[config.mk]
export PLATFORM = sky130hd
export DESIGN_NAME = bridge_link_top
export DESIGN_NICKNAME = d
export VERILOG_FILES = /design/src/noc_flit_pkg.sv /design/src/axis_link_pkg.sv /design/src/bridge_link_top.sv /design/src/credit_sync.sv /design/src/stream_fifo.sv /design/src/vc_axis_bridge.sv /design/src/vc_rr_arbiter.sv
export VERILOG_INCLUDE_DIRS = /design/src
export SDC_FILE = /design/constraint.sdc
export NUM_CORES = 1
export LEC_CHECK = 0
export BUFFER_PORTS_ARGS = -buffer_cell sky130_fd_sc_hd__buf_2
export CAP_MARGIN = 20
export CORE_UTILIZATION = 65
export CTS_CLUSTER_DIAMETER = 80
export DETAILED_ROUTE_END_ITERATION = 10
export PLACE_DENSITY = 0.95
export SLEW_MARGIN = 10
export SYNTH_ARGS = -nofsm -noshare
export SYNTH_HDL_FRONTEND = slang
export SYNTH_HIERARCHICAL = 1
export SYNTH_SLANG_ARGS = --single-unit
[constraint.sdc]
create_clock -name clk_i -period 9.4 [get_ports clk_i]
set_input_delay 0 -clock clk_i [delete_from_list [all_inputs] [get_ports clk_i]]
set_output_delay 0 -clock clk_i [all_outputs]
set_load 0.01 [all_outputs]
[src/noc_bridge_cfg.svh]
// NoC bridge configuration
// Payload width, credit depth and credit-only force level

`ifndef NOC_BRIDGE_CFG_SVH
`define NOC_BRIDGE_CFG_SVH

// Flit payload width in bits
`define NB_DATA_W 16

// Receive queue depth, also the credit count after reset
`define NB_NUM_CRED 8

// Wide enough for 0 to NB_NUM_CRED
`define NB_CRED_W 4

// Pending return credits that trigger a credit-only beat
`define NB_FORCE_THRESH 4

`endif

[src/noc_flit_pkg.sv]
// NoC flit types
// One flit layout shared by the request and response channels

`include "noc_bridge_cfg.svh"

package noc_flit_pkg;

  // Payload carried by a single flit
  typedef logic [`NB_DATA_W-1:0] flit_data_t;

  // Flit with its valid bit, the ready travels beside it
  typedef struct packed {
    logic       valid;
    flit_data_t data;
  } noc_flit_t;

endpackage

[src/axis_link_pkg.sv]
// Chip-to-chip link types
// Beat layout with piggybacked credits and the channel encoding

`include "noc_bridge_cfg.svh"

package axis_link_pkg;

  typedef logic [`NB_CRED_W-1:0] credit_t;

  // Virtual channel tag
  typedef enum logic {
    VC_REQ = 1'b0,
    VC_RSP = 1'b1
  } vc_e;

  // One link beat, 23 bits
  typedef struct packed {
    vc_e                      data_vc;
    noc_flit_pkg::flit_data_t data;
    logic                     data_valid;  // clear on a credit-only beat
    vc_e                      cred_vc;
    credit_t                  credits;
  } link_pkt_t;

endpackage

[src/bridge_link_top.sv]
// Back-to-back bridge pair
// Side A and side B joined through their link ports

`timescale 1ns/1ps

module bridge_link_top (
  input  logic                    clk_i,
  input  logic                    rst_n_i,
  // Side A
  input  noc_flit_pkg::noc_flit_t noc_req_a_i,
  output logic                    noc_req_ready_a_o,
  input  noc_flit_pkg::noc_flit_t noc_rsp_a_i,
  output logic                    noc_rsp_ready_a_o,
  output noc_flit_pkg::noc_flit_t noc_req_a_o,
  input  logic                    noc_req_ready_a_i,
  output noc_flit_pkg::noc_flit_t noc_rsp_a_o,
  input  logic                    noc_rsp_ready_a_i,
  // Side B
  input  noc_flit_pkg::noc_flit_t noc_req_b_i,
  output logic                    noc_req_ready_b_o,
  input  noc_flit_pkg::noc_flit_t noc_rsp_b_i,
  output logic                    noc_rsp_ready_b_o,
  output noc_flit_pkg::noc_flit_t noc_req_b_o,
  input  logic                    noc_req_ready_b_i,
  output noc_flit_pkg::noc_flit_t noc_rsp_b_o,
  input  logic                    noc_rsp_ready_b_i
);

  import axis_link_pkg::*;

  // A to B and B to A link wires
  link_pkt_t link_ab;
  logic      link_valid_ab;
  logic      link_ready_ab;
  link_pkt_t link_ba;
  logic      link_valid_ba;
  logic      link_ready_ba;

  vc_axis_bridge u_side_a (
    .clk_i           (clk_i),
    .rst_n_i         (rst_n_i),
    .noc_req_i       (noc_req_a_i),
    .noc_req_ready_o (noc_req_ready_a_o),
    .noc_rsp_i       (noc_rsp_a_i),
    .noc_rsp_ready_o (noc_rsp_ready_a_o),
    .noc_req_o       (noc_req_a_o),
    .noc_req_ready_i (noc_req_ready_a_i),
    .noc_rsp_o       (noc_rsp_a_o),
    .noc_rsp_ready_i (noc_rsp_ready_a_i),
    .link_o          (link_ab),
    .link_valid_o    (link_valid_ab),
    .link_ready_i    (link_ready_ab),
    .link_i          (link_ba),
    .link_valid_i    (link_valid_ba),
    .link_ready_o    (link_ready_ba)
  );

  vc_axis_bridge u_side_b (
    .clk_i           (clk_i),
    .rst_n_i         (rst_n_i),
    .noc_req_i       (noc_req_b_i),
    .noc_req_ready_o (noc_req_ready_b_o),
    .noc_rsp_i       (noc_rsp_b_i),
    .noc_rsp_ready_o (noc_rsp_ready_b_o),
    .noc_req_o       (noc_req_b_o),
    .noc_req_ready_i (noc_req_ready_b_i),
    .noc_rsp_o       (noc_rsp_b_o),
    .noc_rsp_ready_i (noc_rsp_ready_b_i),
    .link_o          (link_ba),
    .link_valid_o    (link_valid_ba),
    .link_ready_i    (link_ready_ba),
    .link_i          (link_ab),
    .link_valid_i    (link_valid_ab),
    .link_ready_o    (link_ready_ab)
  );

endmodule

[src/credit_sync.sv]
// Per-channel credit synchronizer
// Tracks send credits toward the far queue and pending return credits,
// holds one accepted flit and requests credit-only beats at the threshold

`timescale 1ns/1ps
`include "noc_bridge_cfg.svh"

module credit_sync (
  input  logic                      clk_i,
  input  logic                      rst_n_i,
  // NoC input
  input  noc_flit_pkg::noc_flit_t   in_flit_i,
  output logic                      in_ready_o,
  // Toward the arbiter
  output logic                      out_valid_o,
  output noc_flit_pkg::flit_data_t  out_data_o,
  output logic                      out_cred_only_o,
  input  logic                      out_ready_i,
  // Return credits for the local receive queue
  output axis_link_pkg::credit_t    pending_o,
  input  logic                      rx_pop_i,
  input  logic                      cred_take_i,
  input  axis_link_pkg::credit_t    cred_take_amt_i,
  // Credits coming back from the far side
  input  logic                      cred_rx_valid_i,
  input  axis_link_pkg::credit_t    cred_rx_i
);

  import noc_flit_pkg::*;
  import axis_link_pkg::*;

  credit_t    send_q;
  credit_t    send_d;
  credit_t    pend_q;
  credit_t    pend_d;
  logic       hold_valid_q;
  flit_data_t hold_data_q;
  logic       accept;
  logic       hold_pop;
  logic       force_cred;

  //////////////////////////////
  // Admission and hold stage
  //////////////////////////////

  // Hold slot frees in the same cycle the arbiter takes it
  assign hold_pop   = hold_valid_q & out_ready_i;
  assign in_ready_o = (send_q != '0) & (~hold_valid_q | out_ready_i);
  assign accept     = in_flit_i.valid & in_ready_o;

  always_ff @(posedge clk_i) begin
    if (!rst_n_i) begin
      hold_valid_q <= 1'b0;
    end else if (accept) begin
      hold_valid_q <= 1'b1;
    end else if (hold_pop) begin
      hold_valid_q <= 1'b0;
    end
  end

  always_ff @(posedge clk_i) begin
    if (accept) begin
      hold_data_q <= in_flit_i.data;
    end
  end

  // No data waiting but enough credits piled up
  assign force_cred      = ~hold_valid_q & (pend_q >= credit_t'(`NB_FORCE_THRESH));
  assign out_valid_o     = hold_valid_q | force_cred;
  assign out_cred_only_o = ~hold_valid_q;
  assign out_data_o      = hold_data_q;

  //////////////////////////////
  // Credit counters
  //////////////////////////////

  always_comb begin
    send_d = send_q;
    if (accept) begin
      send_d = send_d - credit_t'(1);
    end
    if (cred_rx_valid_i) begin
      send_d = send_d + cred_rx_i;
    end
  end

  always_comb begin
    pend_d = pend_q;
    if (rx_pop_i) begin
      pend_d = pend_d + credit_t'(1);
    end
    if (cred_take_i) begin
      pend_d = pend_d - cred_take_amt_i;
    end
  end

  always_ff @(posedge clk_i) begin
    if (!rst_n_i) begin
      send_q <= credit_t'(`NB_NUM_CRED);
      pend_q <= '0;
    end else begin
      send_q <= send_d;
      pend_q <= pend_d;
    end
  end

  assign pending_o = pend_q;

  // A link beat takes no more return credits than are pending
  a_pend_no_underflow: assert property (@(posedge clk_i) disable iff (!rst_n_i)
    cred_take_i |-> (cred_take_amt_i <= pend_q))
    else $error("credit_sync pending counter taken below zero");

  // Far side must never return more than it was given
  a_send_max: assert property (@(posedge clk_i) disable iff (!rst_n_i)
    send_q <= credit_t'(`NB_NUM_CRED))
    else $error("credit_sync send counter above NB_NUM_CRED");

endmodule

[src/stream_fifo.sv]
// Valid/ready FIFO
// Circular buffer with a fill count and the output taken straight from storage

`timescale 1ns/1ps

module stream_fifo #(
  parameter int WIDTH = 16,
  parameter int DEPTH = 2
) (
  input  logic             clk_i,
  input  logic             rst_n_i,
  input  logic             valid_i,
  output logic             ready_o,
  input  logic [WIDTH-1:0] data_i,
  output logic             valid_o,
  input  logic             ready_i,
  output logic [WIDTH-1:0] data_o
);

  localparam int PTR_W = (DEPTH > 1) ? $clog2(DEPTH) : 1;
  localparam int CNT_W = $clog2(DEPTH + 1);

  logic [WIDTH-1:0] mem [DEPTH];
  logic [PTR_W-1:0] wr_ptr;
  logic [PTR_W-1:0] rd_ptr;
  logic [CNT_W-1:0] count;
  logic             push;
  logic             pop;

  assign ready_o = (count != CNT_W'(DEPTH));
  assign valid_o = (count != '0);
  assign data_o  = mem[rd_ptr];
  assign push    = valid_i & ready_o;
  assign pop     = valid_o & ready_i;

  always_ff @(posedge clk_i) begin
    if (!rst_n_i) begin
      wr_ptr <= '0;
      rd_ptr <= '0;
      count  <= '0;
    end else begin
      if (push) begin
        wr_ptr <= (wr_ptr == PTR_W'(DEPTH - 1)) ? '0 : wr_ptr + 1'b1;
      end
      if (pop) begin
        rd_ptr <= (rd_ptr == PTR_W'(DEPTH - 1)) ? '0 : rd_ptr + 1'b1;
      end
      if (push && !pop) begin
        count <= count + 1'b1;
      end else if (pop && !push) begin
        count <= count - 1'b1;
      end
    end
  end

  // Storage
  always_ff @(posedge clk_i) begin
    if (push) begin
      mem[wr_ptr] <= data_i;
    end
  end

  // A push refused while full stays offered until it is taken
  a_full_push_held: assert property (@(posedge clk_i) disable iff (!rst_n_i)
    valid_i && !ready_o |=> valid_i)
    else $error("stream_fifo input dropped a push while full");

endmodule

[src/vc_axis_bridge.sv]
// Virtual-channel link bridge
// Merges request and response flits onto one credit-controlled link and
// splits the incoming link into two receive queues

`timescale 1ns/1ps
`include "noc_bridge_cfg.svh"

module vc_axis_bridge (
  input  logic                     clk_i,
  input  logic                     rst_n_i,
  // NoC inputs
  input  noc_flit_pkg::noc_flit_t  noc_req_i,
  output logic                     noc_req_ready_o,
  input  noc_flit_pkg::noc_flit_t  noc_rsp_i,
  output logic                     noc_rsp_ready_o,
  // NoC outputs
  output noc_flit_pkg::noc_flit_t  noc_req_o,
  input  logic                     noc_req_ready_i,
  output noc_flit_pkg::noc_flit_t  noc_rsp_o,
  input  logic                     noc_rsp_ready_i,
  // Link
  output axis_link_pkg::link_pkt_t link_o,
  output logic                     link_valid_o,
  input  logic                     link_ready_i,
  input  axis_link_pkg::link_pkt_t link_i,
  input  logic                     link_valid_i,
  output logic                     link_ready_o
);

  import noc_flit_pkg::*;
  import axis_link_pkg::*;

  localparam int LINK_W = $bits(link_pkt_t);

  credit_t    pend_req;
  credit_t    pend_rsp;
  vc_e        cred_vc;
  credit_t    cred_amt;
  logic       req_valid;
  logic       rsp_valid;
  logic       req_gnt;
  logic       rsp_gnt;
  logic       req_cred_only;
  logic       rsp_cred_only;
  flit_data_t req_data;
  flit_data_t rsp_data;
  link_pkt_t  req_pkt;
  link_pkt_t  rsp_pkt;
  link_pkt_t  arb_pkt;
  logic       arb_valid;
  logic       arb_ready;
  logic       beat_sent;
  logic       beat_rx;
  logic       rxq_req_push;
  logic       rxq_req_ready;
  logic       rxq_rsp_push;
  logic       rxq_rsp_ready;
  logic       rxq_req_valid;
  logic       rxq_rsp_valid;
  flit_data_t rxq_req_data;
  flit_data_t rxq_rsp_data;

  //////////////////////////////
  // Transmit path
  //////////////////////////////

  // Larger pending count rides along, response wins a tie
  assign cred_vc  = (pend_req > pend_rsp) ? VC_REQ : VC_RSP;
  assign cred_amt = (cred_vc == VC_REQ) ? pend_req : pend_rsp;

  assign beat_sent = arb_valid & arb_ready;
  assign beat_rx   = link_valid_i & link_ready_o;

  credit_sync u_sync_req (
    .clk_i           (clk_i),
    .rst_n_i         (rst_n_i),
    .in_flit_i       (noc_req_i),
    .in_ready_o      (noc_req_ready_o),
    .out_valid_o     (req_valid),
    .out_data_o      (req_data),
    .out_cred_only_o (req_cred_only),
    .out_ready_i     (req_gnt),
    .pending_o       (pend_req),
    .rx_pop_i        (rxq_req_valid & noc_req_ready_i),
    .cred_take_i     (beat_sent & (arb_pkt.cred_vc == VC_REQ)),
    .cred_take_amt_i (arb_pkt.credits),
    .cred_rx_valid_i (beat_rx & (link_i.cred_vc == VC_REQ)),
    .cred_rx_i       (link_i.credits)
  );

  credit_sync u_sync_rsp (
    .clk_i           (clk_i),
    .rst_n_i         (rst_n_i),
    .in_flit_i       (noc_rsp_i),
    .in_ready_o      (noc_rsp_ready_o),
    .out_valid_o     (rsp_valid),
    .out_data_o      (rsp_data),
    .out_cred_only_o (rsp_cred_only),
    .out_ready_i     (rsp_gnt),
    .pending_o       (pend_rsp),
    .rx_pop_i        (rxq_rsp_valid & noc_rsp_ready_i),
    .cred_take_i     (beat_sent & (arb_pkt.cred_vc == VC_RSP)),
    .cred_take_amt_i (arb_pkt.credits),
    .cred_rx_valid_i (beat_rx & (link_i.cred_vc == VC_RSP)),
    .cred_rx_i       (link_i.credits)
  );

  assign req_pkt = '{data_vc: VC_REQ, data: req_data, data_valid: ~req_cred_only,
                     cred_vc: cred_vc, credits: cred_amt};
  assign rsp_pkt = '{data_vc: VC_RSP, data: rsp_data, data_valid: ~rsp_cred_only,
                     cred_vc: cred_vc, credits: cred_amt};

  vc_rr_arbiter u_arb (
    .clk_i       (clk_i),
    .rst_n_i     (rst_n_i),
    .req_valid_i (req_valid),
    .req_pkt_i   (req_pkt),
    .rsp_valid_i (rsp_valid),
    .rsp_pkt_i   (rsp_pkt),
    .req_gnt_o   (req_gnt),
    .rsp_gnt_o   (rsp_gnt),
    .out_valid_o (arb_valid),
    .out_pkt_o   (arb_pkt),
    .out_ready_i (arb_ready)
  );

  // Output register keeps the link stable under back-pressure
  stream_fifo #(
    .WIDTH (LINK_W),
    .DEPTH (2)
  ) u_link_out (
    .clk_i   (clk_i),
    .rst_n_i (rst_n_i),
    .valid_i (arb_valid),
    .ready_o (arb_ready),
    .data_i  (arb_pkt),
    .valid_o (link_valid_o),
    .ready_i (link_ready_i),
    .data_o  (link_o)
  );

  //////////////////////////////
  // Receive path
  //////////////////////////////

  assign rxq_req_push = link_valid_i & link_i.data_valid & (link_i.data_vc == VC_REQ);
  assign rxq_rsp_push = link_valid_i & link_i.data_valid & (link_i.data_vc == VC_RSP);

  // Credit-only beats are taken at once
  assign link_ready_o = (rxq_req_push & rxq_req_ready) | (rxq_rsp_push & rxq_rsp_ready)
                      | (link_valid_i & ~link_i.data_valid);

  stream_fifo #(
    .WIDTH (`NB_DATA_W),
    .DEPTH (`NB_NUM_CRED)
  ) u_rxq_req (
    .clk_i   (clk_i),
    .rst_n_i (rst_n_i),
    .valid_i (rxq_req_push),
    .ready_o (rxq_req_ready),
    .data_i  (link_i.data),
    .valid_o (rxq_req_valid),
    .ready_i (noc_req_ready_i),
    .data_o  (rxq_req_data)
  );

  stream_fifo #(
    .WIDTH (`NB_DATA_W),
    .DEPTH (`NB_NUM_CRED)
  ) u_rxq_rsp (
    .clk_i   (clk_i),
    .rst_n_i (rst_n_i),
    .valid_i (rxq_rsp_push),
    .ready_o (rxq_rsp_ready),
    .data_i  (link_i.data),
    .valid_o (rxq_rsp_valid),
    .ready_i (noc_rsp_ready_i),
    .data_o  (rxq_rsp_data)
  );

  assign noc_req_o.valid = rxq_req_valid;
  assign noc_req_o.data  = rxq_req_data;
  assign noc_rsp_o.valid = rxq_rsp_valid;
  assign noc_rsp_o.data  = rxq_rsp_data;

  a_link_stable: assert property (@(posedge clk_i) disable iff (!rst_n_i)
    link_valid_o && !link_ready_i |=> link_valid_o && $stable(link_o))
    else $error("vc_axis_bridge link output changed while stalled");

endmodule

[src/vc_rr_arbiter.sv]
// Two-input round-robin arbiter for link packets
// Priority flips after each grant and the choice is locked while the output stalls

`timescale 1ns/1ps

module vc_rr_arbiter (
  input  logic                    clk_i,
  input  logic                    rst_n_i,
  input  logic                    req_valid_i,
  input  axis_link_pkg::link_pkt_t req_pkt_i,
  input  logic                    rsp_valid_i,
  input  axis_link_pkg::link_pkt_t rsp_pkt_i,
  output logic                    req_gnt_o,
  output logic                    rsp_gnt_o,
  output logic                    out_valid_o,
  output axis_link_pkg::link_pkt_t out_pkt_o,
  input  logic                    out_ready_i
);

  import axis_link_pkg::*;

  vc_e  sel;
  vc_e  prio_q;
  vc_e  lock_sel_q;
  logic lock_q;

  always_comb begin
    if (lock_q) begin
      sel = lock_sel_q;
    end else if (req_valid_i && rsp_valid_i) begin
      sel = prio_q;
    end else begin
      sel = rsp_valid_i ? VC_RSP : VC_REQ;
    end
  end

  assign out_valid_o = req_valid_i | rsp_valid_i;
  assign out_pkt_o   = (sel == VC_RSP) ? rsp_pkt_i : req_pkt_i;
  assign req_gnt_o   = out_ready_i & req_valid_i & (sel == VC_REQ);
  assign rsp_gnt_o   = out_ready_i & rsp_valid_i & (sel == VC_RSP);

  always_ff @(posedge clk_i) begin
    if (!rst_n_i) begin
      prio_q     <= VC_REQ;
      lock_q     <= 1'b0;
      lock_sel_q <= VC_REQ;
    end else begin
      lock_q     <= out_valid_o & ~out_ready_i;
      lock_sel_q <= sel;
      // Other channel goes first next time
      if (out_valid_o && out_ready_i) begin
        prio_q <= (sel == VC_REQ) ? VC_RSP : VC_REQ;
      end
    end
  end

  // Every accepted output beat belongs to exactly one granted channel
  a_onehot_gnt: assert property (@(posedge clk_i) disable iff (!rst_n_i)
    out_valid_o && out_ready_i |-> $onehot({req_gnt_o, rsp_gnt_o}))
    else $error("vc_rr_arbiter output beat without a single grant");

  a_stall_keeps_vc: assert property (@(posedge clk_i) disable iff (!rst_n_i)
    out_valid_o && !out_ready_i |=> out_valid_o && $stable(out_pkt_o.data_vc))
    else $error("vc_rr_arbiter changed channel while stalled");

endmodule
After elaboration in Yosys (flattened, before gate mapping)
Memory sizes are Yosys's and may differ from the RTL's. A register that Yosys moved wholly into a read port is not among the register bits. Index checks and enable logic that the tools add are counted.

Flip-flop bits (word level): 154. Output and inout port bits: 72. Input port bits: 74. Memory bits (writable): 604. Memories kept: 6.

Memory list: u_side_a.u_rxq_req.mem (depth 8, width 16, read ports 1, clocked after Yosys merged registers in 1, wr ports 1, line stream_fifo.sv:23) `logic [WIDTH-1:0] mem [DEPTH];`; u_side_a.u_rxq_rsp.mem (depth 8, width 16, read ports 1, clocked after Yosys merged registers in 1, wr ports 1, line stream_fifo.sv:23); u_side_b.u_rxq_req.mem (depth 8, width 16, read ports 1, clocked after Yosys merged registers in 1, wr ports 1, line stream_fifo.sv:23); u_side_b.u_rxq_rsp.mem (depth 8, width 16, read ports 1, clocked after Yosys merged registers in 1, wr ports 1, line stream_fifo.sv:23); u_side_a.u_link_out.mem (depth 2, width 23, read ports 1, clocked after Yosys merged registers in 1, wr ports 1, line stream_fifo.sv:23); u_side_b.u_link_out.mem (depth 2, width 23, read ports 1, clocked after Yosys merged registers in 1, wr ports 1, line stream_fifo.sv:23).

$lt $le $gt $ge: 6. Eq/ne operators: 14. Add/sub/neg operators: 40. Reduce and logical (&&, ||, !) cells: 48. Bitwise operators: 84. Muxes and demuxes: 86.

Operators with widths (count): $mux W4 (26); $and A1 B1 Y1 (54); $mux W3 (16); $mux W23 (2); $mux W1 (38); $add A4 B1 Y4 const B (8); $reduce_bool A4 Y1 (8); $sub A4 B1 Y4 const B (8); $add A3 B1 Y3 const B (8); $eq A3 B3 Y1 const B (8); $reduce_bool A2 Y1 (12); $add A4 B4 Y4 (4); $ge A4 B3 Y1 const B (4); $logic_and A1 B1 Y1 (16); $ne A4 B4 Y1 const B (4); $not A1 Y1 (16); $sub A4 B4 Y4 (4); $or A1 B1 Y1 (14); $logic_not A1 Y1 (12); $gt A4 B4 Y1 (2); $mux W2 (4); $add A1 B1 Y1 const B (4); $add A2 B1 Y2 const B (2); $ne A2 B2 Y1 const B (2); $sub A2 B1 Y2 const B (2).

Depth between registers and ports, before layout
Depth after elaboration: 14. Gate-level depth with buffers: 15. Depth with buffers taken out: 14.

Modules after synthesis
The synthesis kept the hierarchy.

By module, submodules not included: stream_fifo at u_side_a.u_rxq_req ... (area an instance 5594.1 um^2, times used 4, cells each 260); credit_sync (area an instance 1209.9 um^2, times used 4, cells each 94); stream_fifo at u_side_a.u_link_out ... (area an instance 1893.1 um^2, times used 2, cells each 95); vc_rr_arbiter (area an instance 509.2 um^2, times used 2, cells each 42); vc_axis_bridge (area an instance 271.5 um^2, times used 2, cells each 36).

Worst setup path before layout
No wires, ideal clock.

Kind: reg2reg. From: reg u_side_a.u_sync_req.pend_q[2], in the netlist u_side_a/u_sync_req/pending_o[2]. To: reg u_side_a.u_sync_rsp.send_q[3]. Buffers on the path: 1. Arrival time: 3.121 ns. Setup time: 0.123 ns. Stages on the path, launching flop included: 15. Required time: 9.277 ns. Clock period less this slack: 3.244 ns. Path slack: 6.156 ns. Cells stage by stage: dfxtp_1 or3_1 nor2b_4 o21ai_4 buf_8 and3_1 nand2b_1 o311ai_4 o21ai_0 ha_1 a21o_1 a21oi_1 xnor2_1 and3_1 mux2i_1.

Word-level cells in the longest chain between the ends: 13.

RTL lines: start: declaration (line credit_sync.sv:34) `credit_t pend_q;`; start signal: assignment (line credit_sync.sv:103) `pend_q <= pend_d;`; $ge A4 B3 Y1 * (line credit_sync.sv:68) `` assign force_cred = ~hold_valid_q & (pend_q >= credit_t'(`NB_FORCE_THRESH)); ``; $and A1 B1 Y1 * (line credit_sync.sv:68); $or A1 B1 Y1 * (line credit_sync.sv:69) `assign out_valid_o = hold_valid_q | force_cred;`; net u_side_a.req_valid (line vc_axis_bridge.sv:39) `logic req_valid;`; $logic_and A1 B1 Y1 * (line vc_rr_arbiter.sv:30) `end else if (req_valid_i && rsp_valid_i) begin`; $mux W1 * (line vc_rr_arbiter.sv:30); $mux W1 * (line vc_rr_arbiter.sv:28) `if (lock_q) begin`; $and A1 B1 Y1 * (line vc_rr_arbiter.sv:40) `assign rsp_gnt_o = out_ready_i & rsp_valid_i & (sel == VC_RSP);`; net u_side_a.rsp_gnt (line vc_axis_bridge.sv:42) `logic rsp_gnt;`; $or A1 B1 Y1 * (line credit_sync.sv:48) `assign in_ready_o = (send_q != '0) & (~hold_valid_q | out_ready_i);`; $and A1 B1 Y1 * (line credit_sync.sv:48); $and A1 B1 Y1 * (line credit_sync.sv:49) `assign accept = in_flit_i.valid & in_ready_o;`; $mux W4 * (line credit_sync.sv:79) `if (accept) begin`; $add A4 B4 Y4 (line credit_sync.sv:83) `send_d = send_d + cred_rx_i;`; $mux W4 * (line credit_sync.sv:82) `if (cred_rx_valid_i) begin`; end signal: assignment (line credit_sync.sv:99) `` send_q <= credit_t'(`NB_NUM_CRED); ``; end signal: assignment (line credit_sync.sv:102) `send_q <= send_d;`; end: declaration (line credit_sync.sv:32) `credit_t send_q;`.

Mark *: on every way through the listed nets, which the timed path passes. The rest lies on a longest branch. A chain may end at the register's enable or synchronous reset.

Worst setup path after layout
From: reg u_side_b.u_sync_req.pend_q[2], in the netlist u_side_b/u_sync_req/pending_o[2]. To: reg u_side_b.u_sync_rsp.send_q[3].

Word-level cells in the longest chain between the ends: 13.

RTL lines (line): start: declaration (credit_sync.sv:34); start signal: assignment (credit_sync.sv:103); $ge A4 B3 Y1 * (credit_sync.sv:68); $and A1 B1 Y1 * (credit_sync.sv:68); $or A1 B1 Y1 * (credit_sync.sv:69); net u_side_b.req_valid (vc_axis_bridge.sv:39); $logic_and A1 B1 Y1 * (vc_rr_arbiter.sv:30); $mux W1 * (vc_rr_arbiter.sv:30); $mux W1 * (vc_rr_arbiter.sv:28); $and A1 B1 Y1 * (vc_rr_arbiter.sv:40); net u_side_b.rsp_gnt (vc_axis_bridge.sv:42); $or A1 B1 Y1 * (credit_sync.sv:48); $and A1 B1 Y1 * (credit_sync.sv:48); $and A1 B1 Y1 * (credit_sync.sv:49); $mux W4 * (credit_sync.sv:79); $add A4 B4 Y4 (credit_sync.sv:83); $mux W4 * (credit_sync.sv:82); end signal: assignment (credit_sync.sv:99); end signal: assignment (credit_sync.sv:102); end: declaration (credit_sync.sv:32).

Marked as above.

==> results.json <==
{
  "outcome": "completed",
  "crit_type": "reg -> reg",
  "critical_path.cell_chain": "or3_1 > nor2b_4 > o21ai_4 > and3_1 > nand2b_1 > o311ai_4 > o21ai_0 > ha_1 > a21o_1 > a21oi_1 > xnor2_1 > a21boi_0 > mux2i_1",
  "antenna_left": 0,
  "cts_setup_buffers": 0,
  "cts_sinks": 772,
  "synth_flop_cell": "edfxtp_1",
  "dp.cells": 2535,
  "tightest_slew_ns": 1.177,
  "yosysMostFrequentCell": "edfxtp_1",
  "period_share_pct": 45.64,
  "wl_met3_mm": 5.572,
  "wl_met1_mm": 28.63,
  "yosys.area.top_type": "edfxtp_1",
  "p_leak_nw": 13.24,
  "setup_tns_ns": 0,
  "cts_buffer_depth": 3,
  "netlist_instances": 1762,
  "max_stage_delay_ns": 0.87,
  "wl_per_cell_microns": 28.63,
  "cp.required_ns": 9.90,
  "arrival_ns": 4.79,
  "synth-edff-count": 668,
  "setup_viol": 0,
  "antennaDiodeCount": 0,
  "crit_fanout": 27,
  "overflow": 0,
  "whs_ns": 0.08877,
  "final_util_pct": 75.87,
  "cts-htree-levels": 3,
  "startpoint_type": "flop",
  "routed.top_layer": "met4",
  "syn-num-nets": 1918,
  "yosys-top-cells-area": "edfxtp_1, mux4_1, dfxtp_1, mux2_2, ha_1",
  "design.die.area_sq_mm": 0.05100,
  "drive_gt1_share_pct": 25.60,
  "fmaxAchievable_ghz": 0.2331,
  "timing_hold_violations_final": 0,
  "ios": 146,
  "finClkSkew_ns": 0.03237,
  "grt_max_degree": 105,
  "die_x_microns": 225.8,
  "start_util_pct": 66.25,
  "reg2reg_depth": 13,
  "reg2reg_slack_ns": 5.11,
  "clk_latency_ns": 0.63,
  "root_buffer": "clkbuf_16",
  "drcViolationCount": 0,
  "ys_seq_area_share_pct": 67.99,
  "dr.pass1.iters": 5,
  "route.met2.wl_mm": 40.01,
  "synth_top_area_share_pct": 61.60,
  "core_area_sq_mm": 0.04915,
  "antenna_found_initial": 0,
  "ys_ff_latch": 772,
  "slew_violations": 0,
  "synth_commonest_cells": "edfxtp_1, mux2_2, mux4_1",
  "cts_buffers": 74,
  "placement_rows": 81,
  "grt_usage_pct": 31.34,
  "clkTransAtPathRegs_ns": 0.07,
  "cp_slowest_cell": "o21ai_4",
  "area_growth_pct": 14.52,
  "grt_pass1_vias": 18830,
  "max-cap-violations": 0,
  "port_buffers": 145,
  "hold_depth": 2,
  "rsz0062_at_grt": "no",
  "hp-class": "in -> reg",
  "endpoint_kind": "flop",
  "synth.distinct_cells": 63,
  "avgSynthCellArea_sq_um": 18.48,
  "drt_iter0_markers": 1960,
  "cts_tree": "built",
  "slew_headroom_pct": 21.47,
  "finalNetCount": 2178,
  "ir_drop_mv": 0.2272,
  "power_density_mw_per_mm2": 335.0,
  "via_count": 18000,
  "grt_pass1_wl_mm": 115.4,
  "min_period_ns": 4.290,
  "dpl.hpwl_mm": 42.21,
  "place.gp.congestion": 0.8087,
  "viasPerCell": 6.554,
  "finalNonFillerCells": 2746,
  "synth.cell_area_sq_mm": 0.03256,
  "totalWireLength_mm": 78.61,
  "yosys_warnings": 6,
  "die_y_microns": 225.8,
  "synth-async-reset-ratio_pct": 0
}
layout make-up:
class / instances / area [sq um]
Inverter: 62 / 232.7
Timing Repair Buffer: 244 / 1677
Fill cell: 2395 / 11860
Multi-Input combinational cell: 868 / 9932
Clock inverter: 35 / 465.4
Sequential cell: 772 / 22140
Clock buffer: 101 / 2014
Tap cell: 664 / 830.8
cells by family after synthesis:
group	after synthesis	synth area share, %
multiplexers	310	16.75
XOR/XNOR	46	1.237
adder cells (fa/ha/maj)	82	3.427
AO/OA/AOI/OAI	128	3.212
other	4	0.04609
flip-flops	772	67.99
buffers and inverters	122	2.036
AND/OR/NAND/NOR	298	5.295
path summary, 6_finish.rpt:
kind,start,endpoint
worst max-delay path,u_side_b/u_sync_req/pending_o[2],u_side_b/u_sync_rsp/send_q[3]
worst min-delay path,noc_rsp_a_i[0],u_side_a/u_sync_rsp/out_data_o[0]
worst max register to register,u_side_b/u_sync_req/pending_o[2],u_side_b/u_sync_rsp/send_q[3]
worst min register to register,u_side_a/u_arb/prio_q,u_side_a/u_arb/prio_q
worst max-delay path, delay by kind of cell, from the launching register on:
| family | cells | cell delay [ns] |
|---|---|---|
| AND/OR/NAND/NOR | 4 | 1.11 |
| flip-flops | 1 | 0.36 |
| multiplexers | 1 | 0.11 |
| XOR/XNOR | 1 | 0.10 |
| AO/OA/AOI/OAI | 6 | 2.12 |
| adder cells (fa/ha/maj) | 1 | 0.34 |
stage by stage:
step / total power [W] / instance area, sq um / setup slack, ns
6_report: 0.01249 / 37290 / 5.110
5_1_grt: 0.01291 / 37290 / 4.979
4_1_cts: 0.01234 / 37240 / 5.217
3_5_place_dp: 0.009088 / 34040 / 5.367
3_3_place_gp: 0.008731 / 34040 / 5.545
2_1_floorplan: 0.007970 / 32560 / 6.156
sequential cells by signal (all words and copies together), names as in the netlist, 16 cells and up, named ones only:
register,count
u_side_a/u_link_out/mem,46
u_side_a/u_rxq_rsp/mem,128
u_side_b/u_rxq_req/mem,128
u_side_b/u_rxq_rsp/mem,128
u_side_a/u_sync_req/out_data_o,16
u_side_b/u_sync_rsp/out_data_o,16
u_side_a/u_rxq_req/mem,128
u_side_b/u_link_out/mem,46
u_side_b/u_sync_req/out_data_o,16
u_side_a/u_sync_rsp/out_data_o,16
power by group:
group / internal (W) / switching, W
registers: 0.00483 / 0.000314
clock network: 0.00179 / 0.00131
logic: 0.00171 / 0.00254
total: 0.00833 / 0.00417
per-layer routing:
metal,vias to the layer above,GRT usage [%]
met5,-,0
met4,0,16.90
met3,313,5.595
met2,1126,53.61
met1,9033,38.06
li1,7524,-
repair_timing:
action                    CTS  global route
hold endpoints to repair  102             0
resized for setup           0             0
hold buffers               72             0
placed cells by master, fill, tap and decap left out, types with 10 or more instances in the layout:
cell and count:
buf_2 145, mux2i_1 14, nor2_1 10, fa_1 12
mux2_4 32, dlygate4sd3_1 72, a21oi_1 14, a21boi_0 36
dfxtp_1 104, or3_1 14, nand2_1 88, clkbuf_1 22
mux4_2 16, mux4_1 112, and3_1 16, mux2_2 132
ha_1 70, o21ai_0 16, nand3_1 18, clkbuf_16 75
o211a_1 20, nand2b_1 38, nor2b_1 10, and2_1 24
edfxtp_1 668, buf_4 24, xnor2_1 40, bufinv_16 10
inv_1 58, nor2_2 12, nor3_2 10
Note: power is estimated with default switching activity, not from simulation.
